--- config.mk ---
export PLATFORM = sky130hd
export DESIGN_NAME = loopUnit
export DESIGN_NICKNAME = d
export VERILOG_FILES = /design/src/loopPkg.sv /design/src/stackIf.sv /design/src/lifoRam.sv /design/src/lifoStack.sv /design/src/loopCounter.sv /design/src/loopSequencer.sv /design/src/loopUnit.sv
export SDC_FILE = /design/constraint.sdc
export NUM_CORES = 1
export LEC_CHECK = 0
export BUFFER_PORTS_ARGS = -buffer_cell sky130_fd_sc_hd__buf_4
export CAP_MARGIN = 10
export CELL_PAD_IN_SITES_DETAIL_PLACEMENT = 0
export CELL_PAD_IN_SITES_GLOBAL_PLACEMENT = 1
export CORE_MARGIN = 2
export CORE_UTILIZATION = 50
export CTS_CLUSTER_SIZE = 40
export DETAILED_ROUTE_END_ITERATION = 7
export HOLD_SLACK_MARGIN = 0.03
export PLACE_DENSITY_LB_ADDON = 0.05
export SLEW_MARGIN = 20
export SYNTH_ARGS = -nofsm -noshare
export SYNTH_HDL_FRONTEND = slang
export SYNTH_SLANG_ARGS = --single-unit
--- constraint.sdc ---
create_clock -name LPSCLK -period 4.6 [get_ports LPSCLK]
set_input_delay 0.23 -clock LPSCLK [delete_from_list [all_inputs] [get_ports LPSCLK]]
set_output_delay 0.23 -clock LPSCLK [all_outputs]
set_load 0.02 [all_outputs]
--- src/loopPkg.sv ---
package loopPkg;

  // Datapath widths.
  localparam int addrW = 18;  // Program address.
  localparam int cntW = 16;   // Loop count.

  // Stack geometry, shared by all three loop stacks.
  localparam int stackDepth = 4;
  localparam int idxW = $clog2(stackDepth);
  localparam int ptrW = idxW + 1;  // MSB set means empty.

  // Pointer values the flags are decoded from.
  localparam logic [ptrW-1:0] ptrEmpty = '1;
  localparam logic [ptrW-1:0] ptrOne = '0;
  localparam logic [ptrW-1:0] ptrFull = ptrW'(stackDepth - 1);

  // Termination condition of a DO UNTIL, tested at the end address.
  typedef enum logic [3:0] {
    condCE      = 4'h0,  // Counter expired.
    condEQ      = 4'h1,  // ALU result zero.
    condNE      = 4'h2,
    condLT      = 4'h3,  // ALU result negative.
    condGE      = 4'h4,
    condForever = 4'hf   // Never terminates.
  } termCondT;

  // One entry of the loop-end stack.
  typedef struct packed {
    logic [addrW-1:0] endAddr;
    termCondT         cond;
  } loopEntryT;

  localparam int entryW = $bits(loopEntryT);  // 22 bits.

endpackage

--- src/stackIf.sv ---
interface stackIf #(
  parameter int W = 8
) ();

  // Requests and write data from the user side.
  logic         push;
  logic         pop;
  logic [W-1:0] din;

  // Top of stack and status from the stack side.
  logic [W-1:0] top;
  logic         full;
  logic         empty;
  logic         has1;   // Exactly one entry left.

  modport owner (
    input  push,
    input  pop,
    input  din,
    output top,
    output full,
    output empty,
    output has1
  );

  modport user (
    output push,
    output pop,
    output din,
    input  top,
    input  full,
    input  empty,
    input  has1
  );

endinterface

--- src/lifoRam.sv ---
module lifoRam import loopPkg::*; #(
  parameter int W = entryW
) (
  input  logic            LPSCLK,
  input  logic            we,
  input  logic [idxW-1:0] wa,
  input  logic [W-1:0]    wdata,
  input  logic [idxW-1:0] ra,
  output logic [W-1:0]    rdata
);

  logic [W-1:0] mem [stackDepth];

  always_ff @(posedge LPSCLK) begin
    if (we) begin
      mem[wa] <= wdata;
    end
  end

  // Top of stack is visible without waiting for a clock.
  assign rdata = mem[ra];

endmodule

--- src/lifoStack.sv ---
module lifoStack import loopPkg::*; #(
  parameter int W = entryW
) (
  input  logic   LPSCLK,
  input  logic   T_RST,
  stackIf.owner  s,
  output logic   overflow
);

  logic [ptrW-1:0] ptr;
  logic [ptrW-1:0] ptrInc;
  logic [ptrW-1:0] ptrDec;
  logic            pushOk;
  logic            popOk;
  logic [idxW-1:0] wrIdx;

  // A pop needs something to pop. A push needs room, unless a pop
  // in the same cycle frees the top slot.
  assign popOk = s.pop && !s.empty;
  assign pushOk = s.push && (!s.full || popOk);

  assign ptrInc = ptr + 1'b1;
  assign ptrDec = ptr - 1'b1;

  always_ff @(posedge LPSCLK or posedge T_RST) begin
    if (T_RST) begin
      ptr <= ptrEmpty;
    end else if (pushOk && !popOk) begin
      ptr <= ptrInc;
    end else if (popOk && !pushOk) begin
      ptr <= ptrDec;
    end
  end

  // Sticky until reset.
  always_ff @(posedge LPSCLK or posedge T_RST) begin
    if (T_RST) begin
      overflow <= 1'b0;
    end else if (s.push && !pushOk) begin
      overflow <= 1'b1;
    end
  end

  assign s.empty = ptr[ptrW-1];
  assign s.full = (ptr == ptrFull);
  assign s.has1 = (ptr == ptrOne);

  // Push and pop together overwrite the current top in place.
  assign wrIdx = popOk ? ptr[idxW-1:0] : ptrInc[idxW-1:0];

  lifoRam #(
    .W(W)
  ) i_ram (
    .LPSCLK(LPSCLK),
    .we    (pushOk),
    .wa    (wrIdx),
    .wdata (s.din),
    .ra    (ptr[idxW-1:0]),
    .rdata (s.top)
  );

endmodule

--- src/loopCounter.sv ---
module loopCounter import loopPkg::*; (
  input  logic            LPSCLK,
  input  logic            T_RST,
  input  logic            cntrLoad,
  input  logic [cntW-1:0] cntrValue,
  input  logic            startLoop,
  input  logic            iterate,
  input  logic            exitLoop,
  output logic [cntW-1:0] activeCount,
  output logic            countExpired
);

  logic [cntW-1:0] pendingCount;

  stackIf #(.W(cntW)) cntIf ();

  // Count for the next DO UNTIL, written ahead of it.
  always_ff @(posedge LPSCLK or posedge T_RST) begin
    if (T_RST) begin
      pendingCount <= '0;
    end else if (cntrLoad) begin
      pendingCount <= cntrValue;
    end
  end

  // A new loop and an exiting loop in the same cycle leave the outer
  // count on the stack untouched and just swap the active count.
  always_ff @(posedge LPSCLK or posedge T_RST) begin
    if (T_RST) begin
      activeCount <= '0;
    end else if (startLoop) begin
      activeCount <= pendingCount;
    end else if (exitLoop) begin
      activeCount <= cntIf.top;  // Outer loop's count.
    end else if (iterate && !countExpired) begin
      activeCount <= activeCount - 1'b1;
    end
  end

  assign cntIf.push = startLoop && !exitLoop;
  assign cntIf.pop = exitLoop && !startLoop;
  assign cntIf.din = activeCount;

  // A count of 0 behaves like 1, so the body runs once.
  assign countExpired = (activeCount <= cntW'(1));

  lifoStack #(
    .W(cntW)
  ) i_cntStack (
    .LPSCLK  (LPSCLK),
    .T_RST   (T_RST),
    .s       (cntIf),
    .overflow()
  );

endmodule

--- src/loopSequencer.sv ---
module loopSequencer import loopPkg::*; (
  input  logic             LPSCLK,
  input  logic             T_RST,
  // DO UNTIL command.
  input  logic             doUntil,
  input  logic [addrW-1:0] loopStart,
  input  logic [addrW-1:0] loopEnd,
  input  termCondT         termCond,
  // Fetch stream and flags.
  input  logic             fetchValid,
  input  logic [addrW-1:0] fetchAddr,
  input  logic             aluZero,
  input  logic             aluNeg,
  input  logic             countExpired,
  // Loop-end and loop-start stacks.
  stackIf.user             loopIf,
  stackIf.user             startIf,
  // Counter strobes.
  output logic             startLoop,
  output logic             iterate,
  output logic             exitLoop,
  // To the fetch unit.
  output logic             loopJump,
  output logic [addrW-1:0] loopTarget,
  output logic             loopActive
);

  loopEntryT topEntry;
  loopEntryT newEntry;
  logic      endMatch;
  logic      terminate;

  assign topEntry = loopIf.top;

  assign newEntry.endAddr = loopEnd;
  assign newEntry.cond = termCond;

  // Only the innermost loop is checked.
  assign endMatch = fetchValid && !loopIf.empty && (fetchAddr == topEntry.endAddr);

  // DO UNTIL semantics: the loop ends once its condition holds.
  always_comb begin
    case (topEntry.cond)
      condCE:      terminate = countExpired;
      condEQ:      terminate = aluZero;
      condNE:      terminate = !aluZero;
      condLT:      terminate = aluNeg;
      condGE:      terminate = !aluNeg;
      condForever: terminate = 1'b0;
      default:     terminate = 1'b1;  // Unknown code ends the loop.
    endcase
  end

  assign loopJump = endMatch && !terminate;
  assign loopTarget = startIf.top;

  assign iterate = loopJump && (topEntry.cond == condCE);
  assign exitLoop = endMatch && terminate;

  // The stacks refuse a push when full on their own, the counter
  // strobe has to follow the same rule.
  assign startLoop = doUntil && (!loopIf.full || exitLoop);

  assign loopIf.push = doUntil;
  assign loopIf.din = newEntry;
  assign loopIf.pop = exitLoop;

  assign startIf.push = doUntil;
  assign startIf.din = loopStart;
  assign startIf.pop = exitLoop;

  // Falls when the last remaining loop exits.
  always_ff @(posedge LPSCLK or posedge T_RST) begin
    if (T_RST) begin
      loopActive <= 1'b0;
    end else if (startLoop) begin
      loopActive <= 1'b1;
    end else if (exitLoop && loopIf.has1) begin
      loopActive <= 1'b0;
    end
  end

endmodule

--- src/loopUnit.sv ---
module loopUnit import loopPkg::*; (
  input  logic             LPSCLK,
  input  logic             T_RST,
  input  logic             doUntil,
  input  logic [addrW-1:0] loopStart,
  input  logic [addrW-1:0] loopEnd,
  input  termCondT         termCond,
  input  logic             cntrLoad,
  input  logic [cntW-1:0]  cntrValue,
  input  logic             fetchValid,
  input  logic [addrW-1:0] fetchAddr,
  input  logic             aluZero,
  input  logic             aluNeg,
  output logic             loopJump,
  output logic [addrW-1:0] loopTarget,
  output logic             loopActive,
  output logic             loopFull,
  output logic             loopOverflow,
  output logic [cntW-1:0]  activeCount
);

  logic startLoop;
  logic iterate;
  logic exitLoop;
  logic countExpired;

  stackIf #(.W(entryW)) loopIf ();
  stackIf #(.W(addrW))  startIf ();

  loopSequencer i_loopSequencer (
    .LPSCLK      (LPSCLK),
    .T_RST       (T_RST),
    .doUntil     (doUntil),
    .loopStart   (loopStart),
    .loopEnd     (loopEnd),
    .termCond    (termCond),
    .fetchValid  (fetchValid),
    .fetchAddr   (fetchAddr),
    .aluZero     (aluZero),
    .aluNeg      (aluNeg),
    .countExpired(countExpired),
    .loopIf      (loopIf),
    .startIf     (startIf),
    .startLoop   (startLoop),
    .iterate     (iterate),
    .exitLoop    (exitLoop),
    .loopJump    (loopJump),
    .loopTarget  (loopTarget),
    .loopActive  (loopActive)
  );

  loopCounter i_loopCounter (
    .LPSCLK      (LPSCLK),
    .T_RST       (T_RST),
    .cntrLoad    (cntrLoad),
    .cntrValue   (cntrValue),
    .startLoop   (startLoop),
    .iterate     (iterate),
    .exitLoop    (exitLoop),
    .activeCount (activeCount),
    .countExpired(countExpired)
  );

  lifoStack #(.W(entryW)) i_loopStack (
    .LPSCLK  (LPSCLK),
    .T_RST   (T_RST),
    .s       (loopIf),
    .overflow(loopOverflow)
  );

  // Moves in step with the loop stack.
  lifoStack #(.W(addrW)) i_startStack (
    .LPSCLK  (LPSCLK),
    .T_RST   (T_RST),
    .s       (startIf),
    .overflow()
  );

  assign loopFull = loopIf.full;

endmodule

==> results of run 1 <==
[report_power, final]
part / internal (mW) / total [mW] / switching [mW]
clock: 1.25 / 2.13 / 0.888
combinational: 1.40 / 2.92 / 1.51
sequential: 3.44 / 4.01 / 0.566
[through the flow]
| stage | instance area, um2 | hold WS, ns | cells |
|---|---|---|---|
| 2_1_floorplan | 11300 | 0.329 | 665 |
| 3_3_place_gp | 12600 | 0.428 | 1060 |
| 3_5_place_dp | 12600 | 0.435 | 1060 |
| 4_1_cts | 14100 | 0.130 | 1167 |
| 5_1_grt | 14100 | 0.152 | 1167 |
| 6_report | 14100 | 0.143 | 1167 |
[layer usage]
layer  share of wire  vias to the layer above  track usage
met2            0.52                      152        0.354
li1                -                     3031            -
met1            0.42                     3297        0.263
met4           0.018                        0       0.0463
met5               0                        -            0
met3           0.045                       27       0.0333
[flip-flops by register name, summed over array words and instances, names as in the netlist]
| signal | flops |
|---|---|
| i_loopSequencer.loopActive | 1 |
| i_startStack.ptr | 3 |
| i_loopCounter.i_cntStack.i_ram.mem | 64 |
| i_startStack.i_ram.mem | 72 |
| i_loopStack.ptr | 3 |
| i_loopStack.overflow | 1 |
| i_loopStack.i_ram.mem | 88 |
| i_loopCounter.pendingCount | 16 |
| i_loopCounter.i_cntStack.ptr | 3 |
| i_loopCounter.activeCount | 16 |
[cell families (layout without fill, tap and decap cells)]
group / after synthesis / count (layout) / synth area share
simple gates: 128 / 128 / 0.0589
xor+xnor: 25 / 25 / 0.0193
compound gates: 91 / 91 / 0.0545
mux: 90 / 90 / 0.141
flops: 267 / 267 / 0.690
fa+ha+maj: 15 / 15 / 0.0166
buf+inv: 49 / 266 / 0.0202
[cell type report]
class / count / area share
repair buffers: 198 / 0.118
clock buffers: 30 / 0.0518
multi-input cells: 349 / 0.235
flip-flops and latches: 267 / 0.555
well taps: 285 / 0.0253
inverters: 19 / 0.00542
clock inverters: 19 / 0.0101
[worst reg2reg max path, stage by stage (launching register included)]
cell	delay [ns]
sky130_fd_sc_hd__dfstp_2	1.05
sky130_fd_sc_hd__mux4_2	0.62
sky130_fd_sc_hd__xnor2_1	0.17
sky130_fd_sc_hd__nand4_1	0.18
sky130_fd_sc_hd__nor4_1	0.36
sky130_fd_sc_hd__o211ai_1	0.21
sky130_fd_sc_hd__nor2_1	0.25
sky130_fd_sc_hd__inv_2	0.06
sky130_fd_sc_hd__a21o_1	0.27
sky130_fd_sc_hd__clkinv_4	0.22
sky130_fd_sc_hd__o21a_1	0.15
sky130_fd_sc_hd__buf_4	0.32
[worst max-delay path by stage]
| stage | from | endpoint | slack, ns | cells after the start |
|---|---|---|---|---|
| floorplan | i_loopStack.ptr[0] | i_loopCounter.i_cntStack.i_ram.mem[0][0] | 0.49 | 9 |
| global placement | i_loopStack.ptr[0] | i_loopStack.i_ram.mem[1][2] | 0.43 | 11 |
| detailed placement | i_loopStack.ptr[0] | i_loopStack.i_ram.mem[1][18] | 0.37 | 11 |
| CTS | i_loopStack.ptr[0] | i_loopStack.i_ram.mem[1][10] | 0.36 | 11 |
| global route | i_loopStack.ptr[0] | i_loopStack.i_ram.mem[1][20] | 0.10 | 11 |
| finish | i_loopStack.ptr[0] | i_loopStack.i_ram.mem[1][20] | 0.40 | 11 |
[placed cells by master (no fill, tap or decap), types with 9 or more instances in the layout]
master                          Yosys  routed
sky130_fd_sc_hd__edfxtp_1         224     224
sky130_fd_sc_hd__buf_4              4     138
sky130_fd_sc_hd__dlygate4sd3_1      0      58
sky130_fd_sc_hd__mux4_2            52      52
sky130_fd_sc_hd__dfrtp_1           34      34
sky130_fd_sc_hd__nand2_1           30      30
sky130_fd_sc_hd__clkbuf_16          0      29
sky130_fd_sc_hd__nor2_1            22      22
sky130_fd_sc_hd__xnor2_1           20      20
sky130_fd_sc_hd__mux2_2            18      18
sky130_fd_sc_hd__mux2i_1           18      18
sky130_fd_sc_hd__nand3_1           16      16
sky130_fd_sc_hd__ha_1              15      15
sky130_fd_sc_hd__a21oi_1           19      14
sky130_fd_sc_hd__inv_1             14      13
sky130_fd_sc_hd__nor3_1            14      12
sky130_fd_sc_hd__o21ai_1           11      11
sky130_fd_sc_hd__o21ai_0           11      11
sky130_fd_sc_hd__nor4_1             9       9
sky130_fd_sc_hd__clkinv_1           1       9
sky130_fd_sc_hd__a2bb2oi_1          9       9
sky130_fd_sc_hd__dfstp_2            9       9
==> summary.md, run 1 <==
Outcome
* finished clean — outcome

Timing
* 238 MHz — maximum clock frequency
* 0 — Final Slew Violations
* 0.912 — post-route clock period utilization
* 0 ns — summed negative setup slack over all endpoints
* 0.923 ns — Least-Margin Pin Slew
* no — RSZ-0062 raised after global routing
* 0.0125 ns — Post-Route Skew
* 4.20 ns — final critical path time including I/O delays and setup
* 0 — number of hold violations in the final report
* 0.384 — Max transition margin
* 0 — count of final setup violators
* 0.403 ns — final critical-path setup slack

Critical path
* i_loopStack.i_ram.mem[1][20] — worst reg2reg path endpoint
* 0.40 ns — minimum setup slack among reg-to-reg paths
* flip-flop — Setup crit start kind
* i_loopStack.ptr[0] — Critical R2R Launch
* 1.05 ns — Slowest Stage Delay on Critical Path
* 4.79 ns — required time reported for the critical path endpoint
* 11 — Worst R2R Path Depth
* sky130_fd_sc_hd__dfstp_2 — slowest stage cell, crit path
* flip-flops — family with the most delay on the worst path
* 28 — highest fanout seen on the critical path
* 4.39 ns — worst path arrival time
* flip-flop to flip-flop — Crit Path Category
* flip-flop — kind of capture point of the worst setup path
* 3 — number of buffers and inverters on the critical path
* mux4_2 -> xnor2_1 -> nand4_1 -> nor4_1 -> o211ai_1 -> nor2_1 -> inv_2 -> a21o_1 -> clkinv_4 -> o21a_1 -> buf_4 — sequence of cells on the critical path

Placement
* 15.7 mm — hpwl dp
* 118 — count of input and output buffers
* 0.786 — Placer Congestion
* 0.371 ns — minimum setup slack after placement

Global route
* 0.201 — global router's overall resource usage
* 0 — initial antenna violation count
* 37.2 mm — first-pass GRT wire length
* 0 — grt ovf
* 6894 — vias in the first global route
* 44 — pin count of the biggest net entering global routing

Routing
* 20.3 um — Routed WL per cell
* 0 — antenna-violating nets left
* 23.7 mm — final WL
* 5 — 1st-pass router iterations
* 6507 — vias
* 0 — remaining routing DRC violations
* 5.58 — number of vias per cell
* 369 — count of routing violations after the opening detailed-route iteration

Clock tree
* 0 — Post-CTS Repair Setup Buffers
* yes — TritonCTS clock tree
* 0.06 ns — clock-pin transition on the worst setup and hold timing paths
* 267 — total clock sinks
* 0 — Post-CTS Resized
* 3 — maximum clock insertion buffer count
* 58 — cts-stage hold buffer count
* 0.53 ns — later-pin clock latency in the skew report
* 29 — number of CTS-inserted buffers
* 1 — maximum level of the CTS H-tree
* sky130_fd_sc_hd__clkbuf_16 — clk root buf

Cells and area
* 0 — antenna diode instance count
* 3310 um2 — area used by multi-input combinational logic
* 960 — total number of nets in the final design
* 7810 um2 — Sequential cell area
* 0.312 — fraction of final layout cells with drive strength greater than 1
* 1631 — Filler cells
* 0.628 — post-layout utilization of the core
* 24.4% — Synth-to-Final Area Change

Floorplan
* 119 — number of top-level pins
* 22400 um2 — area of the core region
* 154 um — die outline height
* 154 um — horizontal extent of the die
* 55 — num rows
* 0.505 — effective utilization at floorplan
* 23900 um2 — Die Outline Area

Synth
* 63 — number of distinct library cells after synthesis
* sky130_fd_sc_hd__edfxtp_1 — cell with the most instances after synthesis
* 224 — Post-synth EDFFs
* 0.161 — share of synthesized registers carrying an async set or reset
* 11300 um2 — Cell Area, Synth
* 267 — number of flip-flops and latches in the synthesized netlist
* sky130_fd_sc_hd__edfxtp_1 — ys flop type
* 0.594 — share of Yosys cell area claimed by the top area cell type
* 0.690 — sequential share of the synthesized area
* sky130_fd_sc_hd__edfxtp_1 59%, sky130_fd_sc_hd__mux4_2 10%, sky130_fd_sc_hd__dfrtp_1 7.5%, sky130_fd_sc_hd__dfstp_2 2.1%, sky130_fd_sc_hd__mux2_2 1.8% — most area-consuming cells after synthesis
* 224 x sky130_fd_sc_hd__edfxtp_1, 52 x sky130_fd_sc_hd__mux4_2, 34 x sky130_fd_sc_hd__dfrtp_1 — most frequent cells after synthesis
* 665 — synthesized netlist cell count
* sky130_fd_sc_hd__edfxtp_1 — cell type contributing the most total cell area after synthesis
* 17.0 um2 — syn_area_per_cell
* 761 — Synth Net Count
* 0 — Yosys Warn Count

Pwr
* 643 nW/um2 — power density over the cells
* 5.02 nW — cell leakage power
* 0.368 mV — worst vdd rail ir drop
* 9.06 mW — sum of internal, switching and leakage power

Hold path
* input pin to flip-flop — worst hold path class
* i_loopCounter.pendingCount[14] — endpoint with the worst hold slack
* 2 — WHS Path Cells
* cntrLoad — hold path startpoint

Run
* 0 — # Max-Cap Violations

(Power assumes the default switching activity.)
==> inputs of run 2 (changes only) <==
- CORE_UTILIZATION: 50 -> 45
- clock period: 4.6 -> 3.6 ns (I/O delays scaled with it)
==> run 2 against run 1 <==
Clock power is 39% higher; flip-flop and latch count stayed put; via count is 5.3% higher; design area is 9.2% higher; sequential power is 21% higher; the flow now finishes with violations (setup timing); combinational power is 82% higher; critical path depth is 3 higher; highest routed layer unchanged.
==> summary.md, run 2 (synthesis gave the netlist of run 1 again) <==
Outcome
* complete, but fails checks — outcome
* setup timing — failing checks

Clock tree
* yes — TritonCTS clock tree
* 0.55 ns — later-pin clock latency in the skew report, +0.02 ns
* 1 — maximum level of the CTS H-tree, unchanged
* 267 — total clock sinks, unchanged
* 30 — number of CTS-inserted buffers, +3.4%
* 0.06 ns — clock-pin transition on the worst setup and hold timing paths, about the same
* 3 — maximum clock insertion buffer count, unchanged
* sky130_fd_sc_hd__clkbuf_16 — clk root buf

Placement
* 118 — count of input and output buffers, unchanged
* 16.3 mm — hpwl dp, +4.0%
* 0.793 — Placer Congestion, +0.90%
* -0.322 ns — minimum setup slack after placement, -0.693 ns
* 1135 — Cell Count Post-Placement, +7.1%

Hold path
* input pin to flip-flop — worst hold path class

Cells and area
* i_loopStack.i_ram.mem: 88 flops, i_startStack.i_ram.mem: 72 flops, i_loopCounter.i_cntStack.i_ram.mem: 64 flops — leading registers by flop count
* 1279 — non-filler cells, final, +9.6%
* 0.616 — post-layout utilization of the core, -0.0115
* 88 — flip-flop count of the largest register after layout, unchanged
* i_loopStack.i_ram.mem — register with the most flip-flops
* 0.401 — fraction of final layout cells with drive strength greater than 1, +0.0897
* 0 — antenna diode instance count, unchanged
* 1850 — Filler cells, +13%
* sky130_fd_sc_hd__edfxtp_1 — most frequent standard cell in the layout excluding fill and tap cells
* 35.9% — Synth-to-Final Area Change
* 1022 — total number of nets in the final design, +6.5%
* 224 x sky130_fd_sc_hd__edfxtp_1, 162 x sky130_fd_sc_hd__buf_4, 58 x sky130_fd_sc_hd__dlygate4sd3_1 — most used cells in the layout excluding fill and tap cells

Timing
* 0 — Final Slew Violations, unchanged
* 0.0912 ns — Worst Hold Margin, -0.0522 ns
* 11 — count of final setup violators, +11
* 0.946 ns — Least-Margin Pin Slew, +0.0229 ns
* 1.00 — post-route clock period utilization, +0.0896
* 0.368 — Max transition margin, -0.0153
* yes — RSZ-0062 raised after global routing
* 0.0141 ns — Post-Route Skew, +0.00155 ns
* -0.00675 ns — final critical-path setup slack, -0.410 ns
* 277 MHz — maximum clock frequency, +16%
* 0 — number of hold violations in the final report, unchanged
* 3.61 ns — final critical path time including I/O delays and setup, -0.590 ns

Floorplan
* 163 um — die outline height, +5.3%
* 119 — number of top-level pins, unchanged
* 58 — num rows, +5.5%
* 163 um — horizontal extent of the die, +5.3%
* 26500 um2 — Die Outline Area, +11%
* 0.454 — effective utilization at floorplan, -0.0512
* 25000 um2 — area of the core region, +11%

Pwr
* 4.27 mW — Net Sw Power, +44%
* 0.369 — part of the total power dissipated in sequential elements, -0.073
* 0.226 — clock share of power, -0.010
* 0.325 — switching share of total power, -0.00224
* 0.494 mV — worst vdd rail ir drop, +34%
* 8.85 mW — design internal power, +45%
* 852 nW/um2 — power density over the cells, +32%
* 5.61 nW — cell leakage power, +12%
* 0.405 — relative contribution of combinational cells to total power, +0.083

Critical path
* 3.85 ns — required time reported for the critical path endpoint, -0.94 ns
* 11 — highest fanout seen on the critical path, -61%
* flip-flop — kind of capture point of the worst setup path
* flip-flop — Setup crit start kind
* 3.86 ns — worst path arrival time, -0.53 ns
* flip-flop to flip-flop — Crit Path Category

Routing
* 25.7 mm — final WL, +8.5%
* 0 — antenna-violating nets left, unchanged
* 13.2 mm — routed wire length on met2, +8.4%
* 379 — count of routing violations after the opening detailed-route iteration, +2.7%
* 4 — 1st-pass router iterations, -1
* 0 — remaining routing DRC violations, unchanged
* 10.8 mm — detailed-route wire length on metal 1, +7.9%
* 6854 — vias, +5.3%
* 20.1 um — Routed WL per cell, -0.96%
* met4 — uppermost layer routed
* 1.21 mm — metal3 WL, +13%
* 5.36 — number of vias per cell, -3.9%

Run
* 0 — # Max-Cap Violations, unchanged

Global route
* 0 — grt ovf, unchanged
* 0.193 — global router's overall resource usage, -0.00771
* 39.1 mm — first-pass GRT wire length, +5.2%
* 7117 — vias in the first global route, +3.2%
* 0 — initial antenna violation count, unchanged
* 44 — pin count of the biggest net entering global routing, unchanged

[run 2: worst paths after layout]
| kind | from | end | slack, ns | cells past startpoint |
|---|---|---|---|---|
| max | i_loopStack.ptr[0] | i_loopStack.i_ram.mem[0][20] | -0.007 | 14 |
| min | cntrLoad | i_loopCounter.pendingCount[11] | 0.09 | 2 |
| max reg2reg | i_loopStack.ptr[0] | i_loopStack.i_ram.mem[0][20] | -0.007 | 14 |
| min reg2reg | i_loopCounter.pendingCount[14] | i_loopCounter.activeCount[14] | 0.49 | 2 |
| max in group asynchronous | T_RST | i_loopCounter.pendingCount[0] | 2.59 | 3 |
| min in group asynchronous | T_RST | i_loopCounter.pendingCount[15] | 0.42 | 3 |
[run 2: area by class of cell]
type                       count  area, um2  area share
clock buffer                  34        787      0.0511
clock inverter                21        180      0.0117
inverter                      19       78.8     0.00512
multi-input combinational    349       3590       0.233
sequential                   267       7820       0.508
tap                          330        413      0.0268
timing repair buffer         259       2520       0.164
[run 2: timing repair]
item                                   CTS  global route
hold buffers                            58             0
gates cloned                             4             8
buffers inserted                        16             5
resized for setup                       36            46
pin swaps                                8            13
endpoints found under the hold margin  212             0
setup endpoints to repair              250           189
[run 2: power by group through the flow]
stage | clock network (mW) | registers [mW] | logic (mW)
after floorplan | 0 | 4.78 | 2.79
after global placement | 0 | 4.90 | 4.36
after detailed placement | 0 | 4.95 | 4.41
after CTS | 3.04 | 4.85 | 5.05
after global routing | 3.17 | 4.94 | 5.71
final | 2.97 | 4.84 | 5.31
[run 2: critical path, cell delays in order (launching register included)]
cell,delay (ns)
sky130_fd_sc_hd__dfstp_4,0.65
sky130_fd_sc_hd__buf_12,0.13
sky130_fd_sc_hd__buf_8,0.12
sky130_fd_sc_hd__mux4_2,0.51
sky130_fd_sc_hd__xnor2_1,0.17
sky130_fd_sc_hd__nand2_1,0.11
sky130_fd_sc_hd__nor4_2,0.30
sky130_fd_sc_hd__o211ai_1,0.21
sky130_fd_sc_hd__buf_4,0.19
sky130_fd_sc_hd__nor2_4,0.14
sky130_fd_sc_hd__inv_2,0.07
sky130_fd_sc_hd__a21o_4,0.25
sky130_fd_sc_hd__a21oi_4,0.16
sky130_fd_sc_hd__buf_4,0.14
sky130_fd_sc_hd__buf_12,0.14
[run 2: per-stage QoR]
| stage | TNS, ns | cell area [um2] | total power [mW] |
|---|---|---|---|
| after global routing | -21.27 | 15400 | 13.8 |
| after global placement | -29.69 | 13100 | 9.26 |
| after CTS | -0.191 | 15000 | 12.9 |
| final | -0.0252 | 15400 | 13.1 |
| after floorplan | -0.162 | 11400 | 7.57 |
| after detailed placement | -48.98 | 13100 | 9.36 |
[run 2: per-layer routing]
metal,vias to the layer above,track usage
met4,0,0.0495
met1,3499,0.254
met5,-,0
met2,147,0.335
li1,3169,-
met3,39,0.0334
==> inputs of run 3 (changes only) <==
- CORE_UTILIZATION: 45 -> 50
- clock period: 3.6 -> 3.8 ns (I/O delays scaled with it)
==> run 3 against run 2 <==
Final cell count shrank 6.3%; design area shrank 5.7%; non-clock buffer count shrank 36; register-to-register slack gained 0.17 ns; highest routed layer unchanged; sequential share of layout area grew 3.1 points; largest power group is now registers; count of clock-buffer cells in the layout shrank 2; the run now ends clean.
==> summary.md, run 3 (synthesis gave the netlist of run 1 again) <==
Critical path
* sky130_fd_sc_hd__dfstp_4 — slowest stage cell, crit path
* flip-flop — kind of capture point of the worst setup path
* i_loopStack.ptr[0] — Critical R2R Launch
* buf_12 -> buf_4 -> mux4_2 -> xnor2_1 -> nand4_1 -> a211oi_1 -> o211ai_1 -> nor2_1 -> buf_4 -> inv_2 -> a21o_2 -> clkinv_4 -> o21a_1 -> buf_12 — sequence of cells on the critical path
* 6 — number of buffers and inverters on the critical path, unchanged
* 14 — number of gates on the worst path with buffers counted, unchanged
* flip-flop to flip-flop — Crit Path Category
* 4.04 ns — required time reported for the critical path endpoint, +0.19 ns
* i_loopStack.ptr[0] — crit path launch
* 3.88 ns — worst path arrival time, +0.02 ns
* i_loopStack.i_ram.mem[1][10] — worst reg2reg path endpoint
* compound AO/OA/AOI/OAI gates — family with the most delay on the worst path
* 0.16 ns — minimum setup slack among reg-to-reg paths, +0.17 ns
* 0.67 ns — Slowest Stage Delay on Critical Path, +0.02 ns
* flip-flop — Setup crit start kind
* i_loopStack.i_ram.mem[1][10] — CP endpoint
* 14 — Worst R2R Path Depth, unchanged
* 22 — highest fanout seen on the critical path, +11

Timing
* 0 ns — summed negative setup slack over all endpoints, +0.0252 ns
* 0.378 — Max transition margin, +0.00960
* 0.160 ns — final critical-path setup slack, +0.166 ns
* 0 — count of final setup violators, -11
* yes — RSZ-0062 raised after global routing
* 275 MHz — maximum clock frequency, -0.92%
* 0.0144 ns — Post-Route Skew, +0.000345 ns
* 3.64 ns — final critical path time including I/O delays and setup, +0.0336 ns
* 0 — Final Slew Violations, unchanged
* 0.958 — post-route clock period utilization, -0.0439
* 0 — number of hold violations in the final report, unchanged
* 0.932 ns — Least-Margin Pin Slew, -0.0144 ns

Run
* 0 — # Max-Cap Violations, unchanged

Global route
* 2 — initial antenna violation count, +2
* 0.202 — global router's overall resource usage, +0.00934
* 6991 — vias in the first global route, -1.8%
* 37.6 mm — first-pass GRT wire length, -3.9%
* 0 — grt ovf, unchanged
* 44 — pin count of the biggest net entering global routing, unchanged

Floorplan
* 0.505 — effective utilization at floorplan, +0.0512
* 55 — num rows, -5.2%
* 119 — number of top-level pins, unchanged
* 154 um — die outline height, -5.0%
* 23900 um2 — Die Outline Area, -9.8%
* 154 um — horizontal extent of the die, -5.0%
* 22400 um2 — area of the core region, -10%

Pwr
* 0.576 mV — worst vdd rail ir drop, +17%
* 5.21 nW — cell leakage power, -7.1%
* 11.5 mW — sum of internal, switching and leakage power, -13%
* 790 nW/um2 — power density over the cells, -7.3%

Placement
* 0.825 — Placer Congestion, +4.0%
* -0.0586 ns — minimum setup slack after placement, +0.263 ns
* 1079 — Cell Count Post-Placement, -4.9%
* 118 — count of input and output buffers, unchanged
* 15.7 mm — hpwl dp, -3.9%

Cells and area
* i_loopStack.i_ram.mem — register with the most flip-flops
* 0.336 — fraction of final layout cells with drive strength greater than 1, -0.0659
* 224 x sky130_fd_sc_hd__edfxtp_1, 148 x sky130_fd_sc_hd__buf_4, 58 x sky130_fd_sc_hd__dlygate4sd3_1 — most used cells in the layout excluding fill and tap cells
* 1199 — non-filler cells, final, -6.3%
* i_loopStack.i_ram.mem: 88 flops, i_startStack.i_ram.mem: 72 flops, i_loopCounter.i_cntStack.i_ram.mem: 64 flops — leading registers by flop count
* 88 — flip-flop count of the largest register after layout, unchanged
* sky130_fd_sc_hd__edfxtp_1 — most frequent standard cell in the layout excluding fill and tap cells
* 985 — total number of nets in the final design, -3.6%
* 28.1% — Synth-to-Final Area Change

Clock tree
* sky130_fd_sc_hd__clkbuf_16 — clk root buf
* 0.06 ns — clock-pin transition on the worst setup and hold timing paths, about the same
* 267 — total clock sinks, unchanged
* 1 — maximum level of the CTS H-tree, unchanged
* 29 — number of CTS-inserted buffers, -3.3%
* 0.55 ns — later-pin clock latency in the skew report, about the same
* 3 — maximum clock insertion buffer count, unchanged
* yes — TritonCTS clock tree

Hold path
* 2 — WHS Path Cells, unchanged
* input pin to flip-flop — worst hold path class

Routing
* 427 — count of routing violations after the opening detailed-route iteration, +13%
* 5 — 1st-pass router iterations, +1
* 23.9 mm — final WL, -7.0%
* 0 — antenna-violating nets left, unchanged
* 0 — remaining routing DRC violations, unchanged
* 19.9 um — Routed WL per cell, -0.81%
* 5.52 — number of vias per cell, +3.0%
* 6617 — vias, -3.5%

Outcome
* finished clean — outcome

## run 3: cell types whose count changed in the layout (fill, tap and decap cells not counted), moves of 7 or more
cell                        before  now
sky130_fd_sc_hd__clkbuf_16      37   29
sky130_fd_sc_hd__xnor2_1        13   20
sky130_fd_sc_hd__xnor2_2         7    0
sky130_fd_sc_hd__o21ai_0         3   10
sky130_fd_sc_hd__clkinv_2       11    4
sky130_fd_sc_hd__buf_6          10    1
sky130_fd_sc_hd__buf_4         162  148
## run 3: repair_timing
item | CTS | global route
gates cloned | 0 | 1
hold endpoints to repair | 212 | 0
hold buffers | 58 | 0
resized for setup | 1 | 7
buffers inserted | 3 | 2
setup endpoints to repair | 79 | 7
pin swaps | 0 | 1
## run 3: cell type report
class,count,area [um2]
sequential,267,7820
timing repair buffer,223,2010
antenna,2,5.00
inverter,19,76.3
tap,285,357
clock buffer,32,737
multi-input combinational,349,3320
clock inverter,22,191
fill,1609,7920
## run 3: worst min-delay path by stage
stage	startpoint	to	slack (ns)
CTS	cntrLoad	i_loopCounter.pendingCount[3]	0.07
floorplan	termCond[0]	i_loopStack.i_ram.mem[0][0]	0.29
detailed placement	loopEnd[9]	i_loopStack.i_ram.mem[3][13]	0.39
finish	cntrLoad	i_loopCounter.pendingCount[3]	0.1
global placement	loopEnd[9]	i_loopStack.i_ram.mem[1][13]	0.39
global route	cntrLoad	i_loopCounter.pendingCount[2]	0.09
## run 3: power breakdown
part           internal, mW  switching [mW]
registers              4.16           0.539
clock network          1.60            1.11
logic                  2.00            2.05
## run 3: per-stage QoR
stage          instance area, um2  hold slack, ns  utilization
2_1_floorplan               11300           0.289            -
3_3_place_gp                12900           0.388        0.576
3_5_place_dp                12900           0.395        0.576
4_1_cts                     14500          0.0735        0.645
5_1_grt                     14500          0.0911        0.647
6_report                    14500          0.0956        0.647
## run 3: layer usage
layer | GRT usage | wire length, um
met5 | 0 | 0
met4 | 0.0481 | 440
met3 | 0.0305 | 1180
met2 | 0.344 | 12100
met1 | 0.279 | 10200
